File: src/verilog/exec_params.svh
`ifndef EXEC_PARAMS_SVH
`define EXEC_PARAMS_SVH

// Data and address width of the integer datapath.
`define EXEC_XLEN 32

// The restoring divider retires one quotient bit per iteration.
`define EXEC_DIV_STEPS `EXEC_XLEN

`endif

File: src/verilog/exec_pkg.sv
package exec_pkg;

  `include "exec_params.svh"

  typedef enum logic [1:0] {
    UNIT_ALU,
    UNIT_BRANCH,
    UNIT_DIV
  } unit_t;

  typedef enum logic [3:0] {
    FN_ADD,
    FN_SUB,
    FN_AND,
    FN_OR,
    FN_XOR,
    FN_SLL,
    FN_SRL,
    FN_SLT,
    FN_SLTU
  } alu_fn_t;

  typedef enum logic [3:0] {
    FN_BEQ,
    FN_BNE,
    FN_BLT,
    FN_BGE,
    FN_BLTU,
    FN_BGEU
  } branch_fn_t;

  typedef enum logic [3:0] {
    FN_DIVU,
    FN_REMU
  } div_fn_t;

  // The same function code, read through the member picked by the unit field.
  typedef union packed {
    alu_fn_t    alu;
    branch_fn_t branch;
    div_fn_t    div;
  } fn_u;

  typedef struct packed {
    logic                  valid;
    unit_t                 unit;
    fn_u                   fn;
    logic [`EXEC_XLEN-1:0] rdata1;
    logic [`EXEC_XLEN-1:0] rdata2;
    logic [`EXEC_XLEN-1:0] imm;
    logic                  sel_imm;
    logic [`EXEC_XLEN-1:0] pc;
    logic [4:0]            rd;
  } execute_in_t;

  typedef struct packed {
    logic                  valid;
    logic [4:0]            rd;
    logic [`EXEC_XLEN-1:0] wdata;
    logic                  taken;
    logic [`EXEC_XLEN-1:0] target;
  } execute_out_t;

  typedef struct packed {
    logic [`EXEC_XLEN-1:0] result;
    logic                  taken;
    logic [`EXEC_XLEN-1:0] target;
  } alu_result_t;

  typedef enum logic [1:0] {
    DIV_IDLE,
    DIV_BUSY,
    DIV_DONE
  } div_state_t;

endpackage

File: src/verilog/exec_alu.sv
`include "exec_params.svh"

module exec_alu import exec_pkg::*; (
  input  execute_in_t in,
  output alu_result_t out
);

  localparam int SHW = $clog2(`EXEC_XLEN);

  logic [`EXEC_XLEN-1:0] op2;
  logic [`EXEC_XLEN-1:0] value;
  logic [SHW-1:0]        shamt;
  logic                  cond;

  always_comb begin
    op2 = in.sel_imm ? in.imm : in.rdata2;
    shamt = op2[SHW-1:0];

    case (in.fn.alu)
      FN_ADD:  value = in.rdata1 + op2;
      FN_SUB:  value = in.rdata1 - op2;
      FN_AND:  value = in.rdata1 & op2;
      FN_OR:   value = in.rdata1 | op2;
      FN_XOR:  value = in.rdata1 ^ op2;
      FN_SLL:  value = in.rdata1 << shamt;
      FN_SRL:  value = in.rdata1 >> shamt;
      FN_SLT:  value = {{(`EXEC_XLEN-1){1'b0}}, $signed(in.rdata1) < $signed(op2)};
      FN_SLTU: value = {{(`EXEC_XLEN-1){1'b0}}, in.rdata1 < op2};
      default: value = '0;
    endcase

    // Branches always compare the two register operands.
    case (in.fn.branch)
      FN_BEQ:  cond = (in.rdata1 == in.rdata2);
      FN_BNE:  cond = (in.rdata1 != in.rdata2);
      FN_BLT:  cond = ($signed(in.rdata1) < $signed(in.rdata2));
      FN_BGE:  cond = ($signed(in.rdata1) >= $signed(in.rdata2));
      FN_BLTU: cond = (in.rdata1 < in.rdata2);
      FN_BGEU: cond = (in.rdata1 >= in.rdata2);
      default: cond = 1'b0;
    endcase

    // Branches write no register, so their result word is zero.
    out.result = (in.unit == UNIT_ALU) ? value : '0;
    out.taken = (in.unit == UNIT_BRANCH) && cond;
    out.target = in.pc + in.imm;
  end

endmodule

File: src/verilog/div_counter.sv
`include "exec_params.svh"

module div_counter (
  input  logic clock,
  input  logic reset,
  input  logic load,
  input  logic step,
  output logic done_count
);

  localparam int CW = $clog2(`EXEC_DIV_STEPS);

  // Counts the steps still to go after the current one, so zero marks the last step.
  logic [CW-1:0] count;

  always_ff @(posedge clock) begin
    if (!reset) begin
      count <= '0;
    end else if (load) begin
      count <= CW'(`EXEC_DIV_STEPS - 1);
    end else if (step && count != '0) begin
      count <= count - 1'b1;
    end
  end

  assign done_count = (count == '0);

endmodule

File: src/verilog/div_control.sv
module div_control import exec_pkg::*; (
  input  logic clock,
  input  logic reset,
  input  logic start,
  input  logic flush,
  input  logic mem_stall,
  input  logic done_count,
  output logic load,
  output logic step,
  output logic busy,
  output logic complete
);

  div_state_t state;
  div_state_t state_next;

  always_comb begin
    state_next = state;
    load = 1'b0;
    step = 1'b0;
    complete = 1'b0;

    case (state)
      DIV_IDLE: begin
        if (start) begin
          load = 1'b1;
          state_next = DIV_BUSY;
        end
      end
      DIV_BUSY: begin
        // Back-pressure freezes the iteration where it is.
        if (!mem_stall) begin
          step = 1'b1;
          if (done_count) begin
            state_next = DIV_DONE;
          end
        end
      end
      DIV_DONE: begin
        if (!mem_stall) begin
          complete = 1'b1;
          state_next = DIV_IDLE;
        end
      end
      default: state_next = DIV_IDLE;
    endcase

    if (flush) begin
      load = 1'b0;
      step = 1'b0;
      complete = 1'b0;
      state_next = DIV_IDLE;
    end
  end

  always_ff @(posedge clock) begin
    if (!reset) begin
      state <= DIV_IDLE;
    end else begin
      state <= state_next;
    end
  end

  assign busy = (state != DIV_IDLE);

endmodule

File: src/verilog/div_datapath.sv
`include "exec_params.svh"

module div_datapath (
  input  logic                  clock,
  input  logic                  reset,
  input  logic                  load,
  input  logic                  step,
  input  logic [`EXEC_XLEN-1:0] dividend,
  input  logic [`EXEC_XLEN-1:0] divisor,
  output logic [`EXEC_XLEN-1:0] quotient,
  output logic [`EXEC_XLEN-1:0] remainder
);

  logic [`EXEC_XLEN-1:0] rem;
  logic [`EXEC_XLEN-1:0] quot;
  logic [`EXEC_XLEN-1:0] dsor;

  // Partial remainder with the next dividend bit shifted in, one bit wider.
  logic [`EXEC_XLEN:0] shifted;
  logic [`EXEC_XLEN:0] diff;
  logic                fits;

  always_comb begin
    shifted = {rem, quot[`EXEC_XLEN-1]};
    diff = shifted - {1'b0, dsor};
    // No borrow means the divisor goes in once at this position.
    fits = !diff[`EXEC_XLEN];
  end

  // The quotient register starts out holding the dividend and fills with
  // result bits from the right as the dividend bits leave on the left.
  // A zero divisor always fits, which leaves all ones in the quotient and
  // walks the whole dividend into the remainder.
  always_ff @(posedge clock) begin
    if (!reset) begin
      rem <= '0;
      quot <= '0;
      dsor <= '0;
    end else if (load) begin
      rem <= '0;
      quot <= dividend;
      dsor <= divisor;
    end else if (step) begin
      if (fits) begin
        rem <= diff[`EXEC_XLEN-1:0];
      end else begin
        rem <= shifted[`EXEC_XLEN-1:0];
      end
      quot <= {quot[`EXEC_XLEN-2:0], fits};
    end
  end

  assign quotient = quot;
  assign remainder = rem;

endmodule

File: src/verilog/execute_stage.sv
`include "exec_params.svh"

module execute_stage import exec_pkg::*; (
  input  logic         clock,
  input  logic         reset,
  input  execute_in_t  d,
  input  logic         flush,
  input  logic         mem_stall,
  output execute_out_t q,
  output logic         stall
);

  alu_result_t           alu_out;
  execute_out_t          q_next;
  logic                  accept;
  logic                  start;
  logic                  load;
  logic                  step;
  logic                  busy;
  logic                  complete;
  logic                  done_count;
  logic [`EXEC_XLEN-1:0] quotient;
  logic [`EXEC_XLEN-1:0] remainder;
  logic [4:0]            div_rd;
  div_fn_t               div_fn;

  exec_alu alu (
    .in  (d),
    .out (alu_out)
  );

  div_control control (
    .clock      (clock),
    .reset      (reset),
    .start      (start),
    .flush      (flush),
    .mem_stall  (mem_stall),
    .done_count (done_count),
    .load       (load),
    .step       (step),
    .busy       (busy),
    .complete   (complete)
  );

  div_counter counter (
    .clock      (clock),
    .reset      (reset),
    .load       (load),
    .step       (step),
    .done_count (done_count)
  );

  div_datapath datapath (
    .clock     (clock),
    .reset     (reset),
    .load      (load),
    .step      (step),
    .dividend  (d.rdata1),
    .divisor   (d.rdata2),
    .quotient  (quotient),
    .remainder (remainder)
  );

  // A flush drops whatever decode presents, so it is never held.
  always_comb begin
    stall = !flush && (busy || mem_stall);
    accept = d.valid && !stall && !flush;
    start = accept && (d.unit == UNIT_DIV);
  end

  // The division keeps only its destination and function.
  // Its operands already sit in the datapath.
  always_ff @(posedge clock) begin
    if (start) begin
      div_rd <= d.rd;
      div_fn <= d.fn.div;
    end
  end

  always_comb begin
    q_next = q;
    if (flush) begin
      q_next.valid = 1'b0;
    end else if (!mem_stall) begin
      q_next.valid = 1'b0;
      if (complete) begin
        q_next.valid = 1'b1;
        q_next.rd = div_rd;
        q_next.wdata = (div_fn == FN_REMU) ? remainder : quotient;
        q_next.taken = 1'b0;
        q_next.target = '0;
      end else if (accept && d.unit != UNIT_DIV) begin
        q_next.valid = 1'b1;
        q_next.rd = d.rd;
        q_next.wdata = alu_out.result;
        q_next.taken = alu_out.taken;
        q_next.target = alu_out.target;
      end
    end
  end

  always_ff @(posedge clock) begin
    if (!reset) begin
      q.valid <= 1'b0;
    end else begin
      q <= q_next;
    end
  end

endmodule

File: config.mk
export PLATFORM = sky130hd
export DESIGN_NAME = execute_stage
export DESIGN_NICKNAME = d
export VERILOG_FILES = /design/src/verilog/exec_pkg.sv /design/src/verilog/exec_alu.sv /design/src/verilog/div_counter.sv /design/src/verilog/div_control.sv /design/src/verilog/div_datapath.sv /design/src/verilog/execute_stage.sv
export VERILOG_INCLUDE_DIRS = /design/src /design/src/verilog
export SDC_FILE = /design/constraint.sdc
export NUM_CORES = 1
export LEC_CHECK = 0
export BUFFER_PORTS_ARGS = -buffer_cell sky130_fd_sc_hd__buf_2
export CAP_MARGIN = 25
export CORE_MARGIN = 2
export CORE_UTILIZATION = 40
export DETAILED_ROUTE_END_ITERATION = 10
export HOLD_SLACK_MARGIN = 0.02
export SYNTH_ARGS = -nofsm -noshare
export SYNTH_HDL_FRONTEND = slang
export SYNTH_SLANG_ARGS = --single-unit
File: constraint.sdc
create_clock -name clock -period 6.75 [get_ports clock]
set_clock_uncertainty 0.15 [all_clocks]
set_input_delay 1.0125 -clock clock [delete_from_list [all_inputs] [get_ports clock]]
set_output_delay 1.0125 -clock clock [all_outputs]
set_load 0.02 [all_outputs]
==> metrics.yaml <==
place:
  placed_cell_area_sq_um: 21800
  io_buffer_count: 216
  hpwl_mm: 72.6
  gp_congestion: 1.05
  dpl_worst_slack_ns: 0.919
setup_path:
  critical_path_buf_inv_count: 2
  r2r_start: "datapath.quotient[31]"
  crit_required_ns: 6.88
  critPathKind: "primary input to flop"
  worstPathArrival_ns: 5.53
  cp_slowest_cell: "a2111oi_2"
  endpoint_kind: "flop"
  worstReg2RegEnd: "datapath.remainder[10]"
  cp_top_family: "compound AO/OA/AOI/OAI gates"
  cp_num_cells: 15
  crit_fanout: 25
  cp-start-kind: "primary input"
  critPathLaunch: "d[37]"
  cpMostUsedCell: "a211o_1"
  cp-endpoint: "q[61]"
  reg2reg_slack_ns: 2.78
  r2r.worst_path.cells: 14
  crit_chain: "buf_2, mux2i_4, inv_2, ha_1, fa_1, a211o_1, a2111oi_2, nor4b_1, nor2_1, a211oi_1, a211o_1, a21oi_1, nor4_1, a211o_1, o32a_1"
  max_stage_delay_ns: 0.61
floorplanning:
  die_y_um: 228
  rows: 82
  die_area_sq_um: 52000
  dieWidth_um: 228
  core_sq_um: 49900
  io-pin-count: 217
  start_util: 0.402
synth:
  synth_edf_count: 79
  synthSimpleGateAreaFrac: 0.175
  synthAdderAreaFrac: 0.126
  ys_ff_latch: 183
  yosys-mux-area-fraction: 0.0748
  synthDistinctLibCells: 91
  yosysWarnings: 0
  syn_nets: 2973
  synth_compound_area_frac: 0.307
  syn-cell-area_sq_um: 20100
  postSynthAreaPerCell_sq_um: 7.63
  ys_seq_area_frac: 0.222
  synth_top_family_by_area: "compound AO/OA/AOI/OAI gates"
  synth_common_cells: "nand2_1 (301), nor2_1 (252), a21oi_1 (219), ha_1 (195), inv_1 (179)"
  synth_top_cell_area_share: 0.122
  synth.area.top_cells: "ha_1 (12%), edfxtp_1 (12%), dfxtp_1 (10%)"
  synthXorXnorAreaFrac: 0.0292
  synth_most_common_cell: "nand2_1"
  postSynthCellCount: 2629
  synth_ff_type: "dfxtp_1"
  async_reset_ff_frac: 0
  synth_area_leader_cell: "ha_1"
sta:
  finalHoldWorstSlack_ns: 0.315
  fmax_ghz: 0.185
  fin_crit_ns: 5.40
  min_period_over_period: 0.800
  max_slew_margin: 0.303
  setup_viol: 0
  timing_worst_slew_pin_value_ns: 1.05
  worst_slack_ns: 1.35
  fin_tns_setup_ns: 0
  finalMaxSlewViolations: 0
  rsz0062_at_grt: "no"
  hold_viol: 0
cts:
  ctsHoldBuffers: 0
  htreeDepth: 4
  numCtsBuffers: 17
  clockBufferDepth: 2
  cts_tree: "built"
  clock_latency_ns: 0.51
  ctsRootBufferMaster: "clkbuf_16"
  clk_pin_slew_ns: 0.09
  clock_sinks: 183
  post_cts_buffers: 0
  cts.repair.resized: 0
routing:
  via_per_inst: 6.35
  drtAntennaViolNets: 0
  dr_total_vias: 21800
  routed_wl_mm: 92.3
  post-route-drc-count: 0
  routedWlPerCell_um: 26.9
  drt_iter0_markers: 2444
  first_pass_iters: 6
power:
  pwr-share-clk: 0.295
  power_frac_comb: 0.399
  switching_share: 0.424
  ir_drop_mv: 0.242
  netSwitchingPower_mw: 1.62
  p_leak_nw: 9.21
  p_seq_frac: 0.307
  powerDensity_nw_per_um2: 170
  p_int_mw: 2.20
global_routing:
  grt_pass1_wl_mm: 136
  antenna_found_initial: 2
  gr-usage-all-layers: 0.347
  grt.overflow.total: 0
  grt_max_degree: 70
  grt_pass1_vias: 20800
final_layout:
  utilization: 0.450
  syn_to_final_growth_pct: 11.8
  fin_area_sq_um: 22400
  layout.nets: 3088
  drive_gt1_frac: 0.131
flow_run:
  maxCapViolations: 0
min_path:
  hold_class: "flop to flop"
run_status:
  status: "completed"
==> per-stage QoR <==
step	total power [mW]	cells
final	3.81	3430
after global routing	3.98	3430
after CTS	3.79	3429
after detailed placement	2.66	3397
after global placement	2.66	3395
after floorplan	2.16	2629
==> area by class of cell <==
cell class	instances	area (sq um)
inverter	183	687
clock inverter	15	224
tap	672	841
multi-input combinational	2098	14400
timing repair buffer	261	1420
fill	5124	27400
sequential	183	4450
clock buffer	17	425
antenna	1	2.50
==> placed cells by master (no fill, tap or decap), types with 18 or more instances in the layout <==
| master | n |
|---|---|
| dfxtp_1 | 104 |
| buf_2 | 217 |
| buf_4 | 44 |
| ha_1 | 195 |
| mux2i_1 | 102 |
| o21a_1 | 45 |
| nor2_1 | 251 |
| inv_1 | 178 |
| a21o_1 | 60 |
| a22oi_1 | 46 |
| o221ai_1 | 26 |
| o211ai_1 | 45 |
| a21oi_1 | 218 |
| o21ai_0 | 158 |
| o22ai_1 | 33 |
| a221oi_1 | 24 |
| nand2b_1 | 19 |
| xor2_1 | 35 |
| nand3_1 | 42 |
| a211oi_1 | 34 |
| xnor2_1 | 31 |
| a21boi_0 | 70 |
| nor3_1 | 45 |
| nor2b_1 | 18 |
| nand2_1 | 299 |
| a31oi_1 | 24 |
| edfxtp_1 | 79 |
==> worst min path at each step <==
stage | from | endpoint | slack [ns] | cells after the start
after floorplan | datapath.dsor[10] | datapath.dsor[10] | 0.29 | 2
after detailed placement | datapath.dsor[13] | datapath.dsor[13] | 0.31 | 2
final | datapath.dsor[13] | datapath.dsor[13] | 0.31 | 2
after global placement | datapath.dsor[20] | datapath.dsor[20] | 0.30 | 2
after CTS | datapath.dsor[13] | datapath.dsor[13] | 0.32 | 2
after global routing | datapath.dsor[3] | datapath.dsor[3] | 0.34 | 2
==> tightest hold or removal path: stages (launching register included) <==
cell and delay, ns:
dfxtp_1 0.31, nand2_1 0.04, a21boi_0 0.06
==> power groups by stage <==
stage	Clock [mW]	Sequential, mW	Combinational, mW
detailed placement	0	1.19	1.46
CTS	1.15	1.17	1.47
floorplan	0	1.20	0.961
global placement	0	1.19	1.46
finish	1.12	1.17	1.52
global route	1.18	1.17	1.62
==> layer usage <==
metal	vias to the layer above	track usage	wire length, um
met5	-	0	8
met4	2	0.171	4530
met3	201	0.0714	8410
met2	1194	0.525	40000
li1	9862	-	-
met1	10500	0.470	39400
==> state kept, by name (all words and copies together), names as in the netlist <==
register / flops
q: 71
datapath.dsor: 32
datapath.quotient: 32
datapath.remainder: 32
counter.count: 5
div_rd: 5
div_fn: 4
control.state: 2
==> cells by family (layout without fill, tap and decap cells) <==
logic type / Yosys count / in the layout
multiplexers: 124 / 124
adder cells (fa/ha/maj): 199 / 199
buffers and inverters: 348 / 476
XOR/XNOR: 67 / 67
AO/OA/AOI/OAI: 919 / 919
flip-flops: 183 / 183
other: 0 / 1
AND/OR/NAND/NOR: 789 / 789
Power figures use the tool's default switching activity.
